## config.mk

```make
export PLATFORM = sky130hd
export DESIGN_NAME = int_exec_top
export DESIGN_NICKNAME = d
export VERILOG_FILES = /design/src/common/rf_cfg_pkg.sv /design/src/common/rv_isa_pkg.sv /design/src/hdl/instr_decode_alu.sv /design/src/hdl/int_exec_top.sv /design/src/hdl/mul_ctrl_fsm.sv /design/src/hdl/mul_iter_count.sv /design/src/hdl/shift_add_mul.sv /design/src/register_file/rv_register_file.sv
export SDC_FILE = /design/constraint.sdc
export NUM_CORES = 2
export LEC_CHECK = 0
export BUFFER_PORTS_ARGS = -buffer_cell sky130_fd_sc_hd__buf_2
export CAP_MARGIN = 15
export CORE_MARGIN = 3
export CORE_UTILIZATION = 40
export CTS_CLUSTER_DIAMETER = 60
export CTS_CLUSTER_SIZE = 10
export DETAILED_ROUTE_END_ITERATION = 10
export GPL_TIMING_DRIVEN = 0
export PLACE_DENSITY_LB_ADDON = 0.15
export SYNTH_ARGS = -nofsm -noshare
export SYNTH_HDL_FRONTEND = slang
export SYNTH_SLANG_ARGS = --single-unit
```

## constraint.sdc

```tcl
create_clock -name clk -period 6.7 [get_ports clk]
set_input_delay 1.34 -clock clk [delete_from_list [all_inputs] [get_ports clk]]
set_output_delay 1.34 -clock clk [all_outputs]
set_load 0.02 [all_outputs]
```

## src/common/rf_cfg_pkg.sv

```systemverilog
// Widths are fixed for RV32 with 32 registers; MUL_CYCLES must fit in CNT_W bits
package rf_cfg_pkg;

  // Register file geometry
  localparam int ADDR_W     = 5;
  localparam int DATA_W     = 32;
  localparam int NUM_REGS   = 32;

  // ------------------------------------------------------------
  // Multiplier timing
  // ------------------------------------------------------------
  // One multiplier bit per iteration
  localparam int MUL_CYCLES = 32;
  localparam int CNT_W      = 6;

  // Multiplier control states
  localparam logic [1:0] MST_IDLE  = 2'd0;
  localparam logic [1:0] MST_RUN   = 2'd1;
  localparam logic [1:0] MST_WRITE = 2'd2;

endpackage

```

## src/common/rv_isa_pkg.sv

```systemverilog
// RV32 encodings for the supported subset only: ADD SUB AND OR XOR SLT ADDI MUL
package rv_isa_pkg;

  // ------------------------------------------------------------
  // Major opcodes
  // ------------------------------------------------------------
  localparam logic [6:0] OPC_OP     = 7'b0110011;
  localparam logic [6:0] OPC_OP_IMM = 7'b0010011;

  // ------------------------------------------------------------
  // funct3 codes
  // ------------------------------------------------------------
  // MUL also uses 000 under F7_MULDIV
  localparam logic [2:0] F3_ADD_SUB = 3'b000;
  localparam logic [2:0] F3_SLT     = 3'b010;
  localparam logic [2:0] F3_XOR     = 3'b100;
  localparam logic [2:0] F3_OR      = 3'b110;
  localparam logic [2:0] F3_AND     = 3'b111;

  // funct7 codes
  localparam logic [6:0] F7_BASE    = 7'b0000000;
  localparam logic [6:0] F7_SUB     = 7'b0100000;
  localparam logic [6:0] F7_MULDIV  = 7'b0000001;

  // ------------------------------------------------------------
  // Instruction views
  // ------------------------------------------------------------
  // Register-register format
  typedef struct packed {
    logic [6:0] funct7;
    logic [4:0] rs2;
    logic [4:0] rs1;
    logic [2:0] funct3;
    logic [4:0] rd;
    logic [6:0] opcode;
  } r_instr_t;

  // Immediate format, imm is sign extended by the user
  typedef struct packed {
    logic [11:0] imm;
    logic [4:0]  rs1;
    logic [2:0]  funct3;
    logic [4:0]  rd;
    logic [6:0]  opcode;
  } i_instr_t;

  // Opcode, rd, rs1 and funct3 sit in the same bits in both views
  typedef union packed {
    r_instr_t r;
    i_instr_t i;
  } instr_u;

endpackage

```

## src/hdl/instr_decode_alu.sv

```systemverilog
// Decodes one instruction per issue; forwards only from its own writeback stage, not port B
`timescale 1ns/1ns

module instr_decode_alu (
  input  logic                          clk,
  input  logic                          rst_n,
  input  logic                          issue_i,
  input  rv_isa_pkg::instr_u            instr_i,
  output logic [rf_cfg_pkg::ADDR_W-1:0] rs1_o,
  output logic [rf_cfg_pkg::ADDR_W-1:0] rs2_o,
  input  logic [rf_cfg_pkg::DATA_W-1:0] rdata_a_i,
  input  logic [rf_cfg_pkg::DATA_W-1:0] rdata_b_i,
  output logic                          wb_we_o,
  output logic [rf_cfg_pkg::ADDR_W-1:0] wb_rd_o,
  output logic [rf_cfg_pkg::DATA_W-1:0] wb_data_o,
  input  logic                          mul_ready_i,
  output logic                          mul_start_o,
  output logic [rf_cfg_pkg::DATA_W-1:0] mul_op_a_o,
  output logic [rf_cfg_pkg::DATA_W-1:0] mul_op_b_o,
  output logic [rf_cfg_pkg::ADDR_W-1:0] mul_rd_o,
  output logic                          illegal_o
);
  import rv_isa_pkg::*;
  import rf_cfg_pkg::*;

  logic [ADDR_W-1:0] rd;
  logic [DATA_W-1:0] src_a;
  logic [DATA_W-1:0] src_b;
  logic [DATA_W-1:0] imm_sext;
  logic [DATA_W-1:0] op_b;
  logic [DATA_W-1:0] alu_res;
  logic              is_r;
  logic              is_i;
  logic              is_alu;
  logic              is_mul;

  // ------------------------------------------------------------
  // Field extraction, R view for registers, I view for imm
  // ------------------------------------------------------------
  assign rs1_o    = instr_i.r.rs1;
  assign rs2_o    = instr_i.r.rs2;
  assign rd       = instr_i.r.rd;
  assign is_r     = (instr_i.r.opcode == OPC_OP);
  assign is_i     = (instr_i.i.opcode == OPC_OP_IMM);
  assign imm_sext = {{(DATA_W-12){instr_i.i.imm[11]}}, instr_i.i.imm};

  // Forward from writeback stage, its data is already zero for rd x0
  assign src_a = (wb_we_o && wb_rd_o == rs1_o) ? wb_data_o : rdata_a_i;
  assign src_b = (wb_we_o && wb_rd_o == rs2_o) ? wb_data_o : rdata_b_i;
  assign op_b  = is_i ? imm_sext : src_b;

  // ------------------------------------------------------------
  // Classify and compute
  // ------------------------------------------------------------
  always_comb begin
    is_alu  = 1'b0;
    is_mul  = 1'b0;
    alu_res = src_a + op_b;
    if (is_i) begin
      // ADDI only
      is_alu = (instr_i.i.funct3 == F3_ADD_SUB);
    end else if (is_r && instr_i.r.funct7 == F7_MULDIV) begin
      is_mul = (instr_i.r.funct3 == F3_ADD_SUB);
    end else if (is_r && instr_i.r.funct7 == F7_SUB) begin
      is_alu  = (instr_i.r.funct3 == F3_ADD_SUB);
      alu_res = src_a - op_b;
    end else if (is_r && instr_i.r.funct7 == F7_BASE) begin
      is_alu = 1'b1;
      case (instr_i.r.funct3)
        F3_ADD_SUB: alu_res = src_a + op_b;
        F3_AND:     alu_res = src_a & op_b;
        F3_OR:      alu_res = src_a | op_b;
        F3_XOR:     alu_res = src_a ^ op_b;
        F3_SLT:     alu_res = DATA_W'($signed(src_a) < $signed(op_b));
        default:    is_alu = 1'b0;
      endcase
    end
  end

  // Multiplier launch, zero multiplicand gives a zero result for rd x0
  assign mul_start_o = issue_i && is_mul && mul_ready_i;
  assign mul_op_a_o  = (rd == '0) ? '0 : src_a;
  assign mul_op_b_o  = src_b;
  assign mul_rd_o    = rd;

  // ------------------------------------------------------------
  // Writeback stage, drives port A one cycle after issue
  // ------------------------------------------------------------
  always_ff @(posedge clk or negedge rst_n) begin
    if (!rst_n) begin
      wb_we_o   <= 1'b0;
      illegal_o <= 1'b0;
    end else begin
      wb_we_o   <= issue_i && is_alu;
      // Unknown encoding, or MUL while the multiplier is busy
      illegal_o <= issue_i && ((!is_alu && !is_mul) || (is_mul && !mul_ready_i));
    end
  end

  always_ff @(posedge clk) begin
    if (issue_i && is_alu) begin
      wb_rd_o   <= rd;
      wb_data_o <= (rd == '0) ? '0 : alu_res;
    end
  end

endmodule

```

## src/hdl/int_exec_top.sv

```systemverilog
// Issuer must avoid hazards on an in-flight MUL rd; no back-pressure on issue
`timescale 1ns/1ns

module int_exec_top (
  input  logic                          clk,
  input  logic                          rst_n,
  input  logic                          issue_i,
  input  rv_isa_pkg::instr_u            instr_i,
  output logic                          mul_ready_o,
  output logic                          alu_ready_o,
  output logic                          illegal_o,
  output logic                          retire_a_o,
  output logic [rf_cfg_pkg::ADDR_W-1:0] retire_a_rd_o,
  output logic [rf_cfg_pkg::DATA_W-1:0] retire_a_data_o,
  output logic                          retire_b_o,
  output logic [rf_cfg_pkg::ADDR_W-1:0] retire_b_rd_o,
  output logic [rf_cfg_pkg::DATA_W-1:0] retire_b_data_o
);
  import rf_cfg_pkg::*;

  logic [ADDR_W-1:0] rs1;
  logic [ADDR_W-1:0] rs2;
  logic [DATA_W-1:0] rdata_a;
  logic [DATA_W-1:0] rdata_b;
  logic              mul_start;
  logic [DATA_W-1:0] mul_op_a;
  logic [DATA_W-1:0] mul_op_b;
  logic [ADDR_W-1:0] mul_rd;
  logic              cnt_load;
  logic              cnt_last;
  logic              mul_step;
  logic              mul_load;

  // ALU accepts every cycle
  assign alu_ready_o = 1'b1;

  // ------------------------------------------------------------
  // Register file, retire ports are the write ports
  // ------------------------------------------------------------
  rv_register_file u_rf (
    .clk       (clk),
    .rst_n     (rst_n),
    .raddr_a_i (rs1),
    .raddr_b_i (rs2),
    .rdata_a_o (rdata_a),
    .rdata_b_o (rdata_b),
    .waddr_a_i (retire_a_rd_o),
    .wdata_a_i (retire_a_data_o),
    .we_a_i    (retire_a_o),
    .waddr_b_i (retire_b_rd_o),
    .wdata_b_i (retire_b_data_o),
    .we_b_i    (retire_b_o)
  );

  // Decode and one-cycle ALU
  instr_decode_alu u_dec (
    .clk         (clk),
    .rst_n       (rst_n),
    .issue_i     (issue_i),
    .instr_i     (instr_i),
    .rs1_o       (rs1),
    .rs2_o       (rs2),
    .rdata_a_i   (rdata_a),
    .rdata_b_i   (rdata_b),
    .wb_we_o     (retire_a_o),
    .wb_rd_o     (retire_a_rd_o),
    .wb_data_o   (retire_a_data_o),
    .mul_ready_i (mul_ready_o),
    .mul_start_o (mul_start),
    .mul_op_a_o  (mul_op_a),
    .mul_op_b_o  (mul_op_b),
    .mul_rd_o    (mul_rd),
    .illegal_o   (illegal_o)
  );

  // ------------------------------------------------------------
  // Multiplier
  // ------------------------------------------------------------
  mul_ctrl_fsm u_mul_ctrl (
    .clk         (clk),
    .rst_n       (rst_n),
    .start_i     (mul_start),
    .rd_i        (mul_rd),
    .cnt_last_i  (cnt_last),
    .cnt_load_o  (cnt_load),
    .step_o      (mul_step),
    .load_o      (mul_load),
    .mul_ready_o (mul_ready_o),
    .we_b_o      (retire_b_o),
    .rd_b_o      (retire_b_rd_o)
  );

  mul_iter_count u_mul_cnt (
    .clk    (clk),
    .rst_n  (rst_n),
    .load_i (cnt_load),
    .en_i   (mul_step),
    .last_o (cnt_last)
  );

  shift_add_mul u_mul_dp (
    .clk       (clk),
    .rst_n     (rst_n),
    .load_i    (mul_load),
    .step_i    (mul_step),
    .op_a_i    (mul_op_a),
    .op_b_i    (mul_op_b),
    .product_o (retire_b_data_o)
  );

endmodule

```

## src/hdl/mul_ctrl_fsm.sv

```systemverilog
// One MUL at a time; a start in RUN is ignored, a start in WRITE launches back to back
`timescale 1ns/1ns

module mul_ctrl_fsm (
  input  logic                          clk,
  input  logic                          rst_n,
  input  logic                          start_i,
  input  logic [rf_cfg_pkg::ADDR_W-1:0] rd_i,
  input  logic                          cnt_last_i,
  output logic                          cnt_load_o,
  output logic                          step_o,
  output logic                          load_o,
  output logic                          mul_ready_o,
  output logic                          we_b_o,
  output logic [rf_cfg_pkg::ADDR_W-1:0] rd_b_o
);
  import rf_cfg_pkg::*;

  logic [1:0] state_q;
  logic [1:0] state_d;
  logic       accept;

  // Ready again in the writeback cycle
  assign mul_ready_o = (state_q != MST_RUN);
  assign accept      = start_i && mul_ready_o;

  // Counter and datapath load together on the issue edge
  assign cnt_load_o = accept;
  assign load_o     = accept;
  assign step_o     = (state_q == MST_RUN);
  assign we_b_o     = (state_q == MST_WRITE);

  // ------------------------------------------------------------
  // Next state
  // ------------------------------------------------------------
  always_comb begin
    state_d = state_q;
    case (state_q)
      MST_IDLE:  if (accept) state_d = MST_RUN;
      // Last step happens in the same cycle that cnt_last_i is seen
      MST_RUN:   if (cnt_last_i) state_d = MST_WRITE;
      MST_WRITE: state_d = accept ? MST_RUN : MST_IDLE;
      default:   state_d = MST_IDLE;
    endcase
  end

  always_ff @(posedge clk or negedge rst_n) begin
    if (!rst_n) begin
      state_q <= MST_IDLE;
    end else begin
      state_q <= state_d;
    end
  end

  // Destination held until the write, a new capture in WRITE lands on the write edge
  always_ff @(posedge clk) begin
    if (accept) begin
      rd_b_o <= rd_i;
    end
  end

endmodule

```

## src/hdl/mul_iter_count.sv

```systemverilog
// Counts MUL_CYCLES iterations from a load; holds at zero if enabled past the end
`timescale 1ns/1ns

module mul_iter_count (
  input  logic clk,
  input  logic rst_n,
  input  logic load_i,
  input  logic en_i,
  output logic last_o
);
  import rf_cfg_pkg::*;

  logic [CNT_W-1:0] cnt_q;

  always_ff @(posedge clk or negedge rst_n) begin
    if (!rst_n) begin
      cnt_q <= '0;
    end else if (load_i) begin
      cnt_q <= CNT_W'(MUL_CYCLES - 1);
    end else if (en_i && cnt_q != '0) begin
      cnt_q <= cnt_q - 1'b1;
    end
  end

  // Final iteration is the enabled cycle at zero
  assign last_o = en_i && (cnt_q == '0);

endmodule

```

## src/hdl/shift_add_mul.sv

```systemverilog
// Radix-2 shift-add multiplier, one bit per step, low DATA_W bits of the product only
`timescale 1ns/1ns

module shift_add_mul (
  input  logic                          clk,
  input  logic                          rst_n,
  input  logic                          load_i,
  input  logic                          step_i,
  input  logic [rf_cfg_pkg::DATA_W-1:0] op_a_i,
  input  logic [rf_cfg_pkg::DATA_W-1:0] op_b_i,
  output logic [rf_cfg_pkg::DATA_W-1:0] product_o
);
  import rf_cfg_pkg::*;

  logic [DATA_W-1:0] mcand_q;
  logic [DATA_W-1:0] mplier_q;
  logic [DATA_W-1:0] acc_q;

  // ------------------------------------------------------------
  // Iteration
  // ------------------------------------------------------------
  always_ff @(posedge clk or negedge rst_n) begin
    if (!rst_n) begin
      mcand_q  <= '0;
      mplier_q <= '0;
      acc_q    <= '0;
    end else if (load_i) begin
      mcand_q  <= op_a_i;
      mplier_q <= op_b_i;
      acc_q    <= '0;
    end else if (step_i) begin
      // Add the multiplicand weighted by the current multiplier bit
      if (mplier_q[0]) begin
        acc_q <= acc_q + mcand_q;
      end
      // Bits shifted out of the top only affect the discarded high half
      mcand_q  <= mcand_q << 1;
      mplier_q <= mplier_q >> 1;
    end
  end

  // Valid once all steps are done
  assign product_o = acc_q;

endmodule

```

## src/register_file/rv_register_file.sv

```systemverilog
// Flip-flop register file, x0 reads zero, port B wins a same-cycle same-register write
`timescale 1ns/1ns

module rv_register_file (
  input  logic                          clk,
  input  logic                          rst_n,
  // Combinational read ports
  input  logic [rf_cfg_pkg::ADDR_W-1:0] raddr_a_i,
  input  logic [rf_cfg_pkg::ADDR_W-1:0] raddr_b_i,
  output logic [rf_cfg_pkg::DATA_W-1:0] rdata_a_o,
  output logic [rf_cfg_pkg::DATA_W-1:0] rdata_b_o,
  // Write port A, ALU results
  input  logic [rf_cfg_pkg::ADDR_W-1:0] waddr_a_i,
  input  logic [rf_cfg_pkg::DATA_W-1:0] wdata_a_i,
  input  logic                          we_a_i,
  // Write port B, multiplier results
  input  logic [rf_cfg_pkg::ADDR_W-1:0] waddr_b_i,
  input  logic [rf_cfg_pkg::DATA_W-1:0] wdata_b_i,
  input  logic                          we_b_i
);
  import rf_cfg_pkg::*;

  logic [DATA_W-1:0]   regs [NUM_REGS];
  logic [NUM_REGS-1:0] we_a_dec;
  logic [NUM_REGS-1:0] we_b_dec;

  // ------------------------------------------------------------
  // Write address decode
  // ------------------------------------------------------------
  // One-hot enable per register, bit 0 is never consumed
  assign we_a_dec = we_a_i ? (NUM_REGS'(1) << waddr_a_i) : '0;
  assign we_b_dec = we_b_i ? (NUM_REGS'(1) << waddr_b_i) : '0;

  // x0 is hard wired
  assign regs[0] = '0;

  // ------------------------------------------------------------
  // Storage for x1..x31
  // ------------------------------------------------------------
  for (genvar i = 1; i < NUM_REGS; i++) begin : g_reg
    always_ff @(posedge clk or negedge rst_n) begin
      if (!rst_n) begin
        regs[i] <= '0;
      end else if (we_b_dec[i]) begin
        // Multiplier writeback has priority
        regs[i] <= wdata_b_i;
      end else if (we_a_dec[i]) begin
        regs[i] <= wdata_a_i;
      end
    end
  end

  // Reads see the old value during a write cycle
  assign rdata_a_o = regs[raddr_a_i];
  assign rdata_b_o = regs[raddr_b_i];

endmodule

```

==> metrics.cfg <==
[outcome]
status = finished with violations
failed_checks = negative setup slack

[timing]
timing.final.hold_violations = 0
worst_hold_slack_ns = 0.484
setup_viol = 4
finalClockSkew_ns = 0.0354
fmaxAchievable_mhz = 149
post-route-min-period_ns = 6.73
maxSlewHeadroom_pct = 2.47
finalWorstSetupSlack_ns = -0.0303
timing.final.crit_share_pct = 100
slew_violations = 0
final.setup.tns_ns = -0.0893
tightestPinTransition_ns = 1.46

[critical_path]
cp.arrival_ns = 7.26
endpoint_type_of_the_worst_setup_path = flop
crit_fanout = 10
setup.reg_to_reg.worst_slack_ns = 0.03
worst_path_most_repeated_cell = sky130_fd_sc_hd__buf_4
critical_path.n_buffers_inverters = 9
critical_path.max_stage_delay_ns = 0.61
worst_setup_start_kind = primary input
criticalPathCategory = in2reg
worst-endpoint-required_ns = 7.23
cp_slowest_cell = sky130_fd_sc_hd__mux4_2
cpLargestDelayFamily = compound AO/OA/AOI/OAI gates
timing.rr.start = u_dec.wb_rd_o[0]
crit-reg2reg-capture = u_dec.wb_data_o[16]
reg2regPathDepth = 22
critPathLaunch = instr_i[16]

[min_path]
worst_hold_startpoint = u_mul_dp.mplier_q[18]
min_path_cells = 2
hp-class = reg2reg
whs_endpoint = u_mul_dp.mplier_q[17]

[finish]
post_route_cells_drive_above_1_share_pct = 17.8
layout.cells.most_common_list = sky130_fd_sc_hd__dfrtp_1 (1098), sky130_fd_sc_hd__mux2i_1 (1058), sky130_fd_sc_hd__nor2_1 (762)
postLayoutCellArea_mm2 = 0.0870
finalNetCount = 7846
final.fill_count = 17600
syn2layout_area_growth_pct = 15.9
layout.cells.most_common = sky130_fd_sc_hd__dfrtp_1

[synthesis]
syn_area_mm2 = 0.0750
synth.area.top_cells = sky130_fd_sc_hd__dfrtp_1 (37%), sky130_fd_sc_hd__mux4_2 (17%), sky130_fd_sc_hd__mux2i_1 (15%)
synth-seq-area-share_pct = 38.3
postSynthRegisterBits = 1140
syn_avg_cell_area_um2 = 10.3
number_of_enable_type_register_cells_in_the_synthesized_netlist = 42
ys.flop_type = sky130_fd_sc_hd__dfrtp_1
synth.net_count = 7469
syn_inst = 7295
synth_warnings = 0
yosysTopAreaCellShare_pct = 36.6
ys_async_sr_fraction_pct = 96.3
synth_top_cell_by_area = sky130_fd_sc_hd__dfrtp_1
synth.distinct_cells = 90

[clock_tree]
clockBufferDepth = 3
cts_inserted_buffers = 151
tritoncts_clock_tree = yes
cts-htree-levels = 4
hold_buffer_count_at_cts = 0
cts.root.buffer_cell = sky130_fd_sc_hd__clkbuf_16
cts_num_sinks = 1140
worstSkewPairLatency_ns = 0.84
clk_transition_reported_paths_ns = 0.06

[die]
floorplan.initialDensity_pct = 40.3
core_mm2 = 0.186
design.portCount = 114
row_count = 158
die_w_um = 439
dieArea_mm2 = 0.193
die_y_um = 439

[pwr]
leakage_nw = 37.7
pwr_density_cell_mw_per_mm2 = 186
irDropWorstVdd_mv = 0.188
design_power_total_mw = 16.2

[global_route]
antenna_found_initial = 22
grt_remaining_overflow = 0
vias_in_the_first_global_route = 66000
grt_util_all_layers_pct = 41.6
largest_net_degree_at_the_start_of_global_routing = 157
wire_length_of_the_first_global_routing_pass_mm = 551

[routing]
routed_wirelength_mm = 409
detail_route.vias_per_cell = 6.73
detail_route.wl_per_cell_um = 39.9
vias = 68900
antenna_violating_nets_left = 0
remaining_drc_errors = 0
first_pass_iters = 6
drtIter0Drc = 10200

[placement]
hpwlAfterDp_mm = 308
postPlaceCellArea_mm2 = 0.0806
gpl.final_weighted_congestion = 1.06
placement.io_buffers = 105
place_worst_setup_slack_ns = -4.64

[job]
max_cap_violations = 0

==> flip-flops by register name, summed over array words and instances, names as in the netlist <==
signal,count
u_mul_dp.mcand_q,32
u_mul_ctrl.rd_b_o,5
u_dec.wb_we_o,1
u_dec.illegal_o,1
u_rf.regs,992
u_mul_cnt.cnt_q,6
u_dec.wb_rd_o,5
u_mul_dp.mplier_q,32
u_mul_ctrl.state_q,2
u_dec.wb_data_o,32
u_mul_dp.product_o,32
==> metal layers <==
| metal | routed length (um) | GRT usage, % |
|---|---|---|
| met1 | 147000 | 50.7 |
| met2 | 173000 | 60.6 |
| met3 | 55800 | 16.5 |
| met4 | 32600 | 27.8 |
| met5 | 292 | 0 |
==> area by class of cell <==
type / instances / area [um^2] / share of cell area, %
Clock buffer: 193 / 4220 / 4.85
Sequential cell: 1140 / 28700 / 33.0
Clock inverter: 41 / 468 / 0.538
Antenna cell: 8 / 20.0 / 0.0230
Inverter: 119 / 447 / 0.513
Tap cell: 2480 / 3100 / 3.57
Multi-Input combinational cell: 5251 / 43600 / 50.1
Timing Repair Buffer: 232 / 2560 / 2.94
Buffer: 777 / 3850 / 4.43
==> synthesized netlist by cell type, drive strengths merged, types with 20 or more instances <==
cell       n
dfrtp   1098
mux2i   1090
nor2     777
a21oi    716
nand2    659
o21ai    648
clkbuf   641
mux4     566
buf      144
ha       138
inv      117
mux2      69
a22o      60
nand3     54
xnor2     45
edfxtp    42
a211oi    36
a221oi    35
nor3      35
a21o      27
xor2      21
o21bai    20
==> metrics by stage <==
step           util [%]  instances
6_report           46.8      10200
3_3_place_gp       42.3       9880
5_1_grt            46.8      10200
3_5_place_dp       43.3       9982
4_1_cts            46.5      10200
2_1_floorplan         -       7295
==> worst reg2reg max path: stages (launching register included) <==
cell and delay, ns:
sky130_fd_sc_hd__edfxtp_1 0.47, sky130_fd_sc_hd__clkbuf_1 0.56, sky130_fd_sc_hd__xnor2_1 0.15, sky130_fd_sc_hd__nand4_1 0.22, sky130_fd_sc_hd__or2_0 0.14, sky130_fd_sc_hd__buf_2 0.26
sky130_fd_sc_hd__clkbuf_2 0.45, sky130_fd_sc_hd__buf_1 0.68, sky130_fd_sc_hd__a21oi_2 0.24, sky130_fd_sc_hd__mux2i_4 0.27, sky130_fd_sc_hd__ha_4 0.28, sky130_fd_sc_hd__nor3_4 0.25
sky130_fd_sc_hd__nand2_2 0.12, sky130_fd_sc_hd__or3_4 0.38, sky130_fd_sc_hd__nor3_4 0.18, sky130_fd_sc_hd__buf_4 0.16, sky130_fd_sc_hd__nor4_4 0.05, sky130_fd_sc_hd__o211ai_1 0.58
sky130_fd_sc_hd__a21o_1 0.30, sky130_fd_sc_hd__a21oi_1 0.10, sky130_fd_sc_hd__o21bai_2 0.19, sky130_fd_sc_hd__o221ai_1 0.15, sky130_fd_sc_hd__a211oi_1 0.26
==> worst max-delay path by stage <==
stage                                endpoint  depth (start not counted)
after detailed placement  u_dec.wb_data_o[30]                         25
after floorplan           u_dec.wb_data_o[30]                         23
final                     u_dec.wb_data_o[24]                         27
after global routing      u_dec.wb_data_o[24]                         28
after CTS                 u_dec.wb_data_o[24]                         28
after global placement         u_rf.regs[835]                          1
==> timing repair <==
item,in CTS,in global routing
pin swaps,9,9
endpoints found under the setup margin,32,20
setup buffers,10,7
resized for setup,365,127
==> logic make-up (layout without fill, tap and decap cells) <==
family	after synthesis	count (layout)	share of synthesized area, %
and+or+nand+nor	1647	1647	8.89
AOI/OAI and AO/OA	1672	1672	12.5
adders and majority gates	140	140	2.34
DFF	1140	1140	38.3
buffers and inverters	904	1362	4.62
other	1	9	0.00500
muxes	1725	1725	32.6
xor gates and xnor gates	66	66	0.770
==> power breakdown <==
group	switching (mW)	internal, mW	leakage (nW)
clock network	3.48	4.64	2.30
logic	0.795	0.359	19.9
registers	0.00521	6.93	15.5
Power figures use the tool's default switching activity.
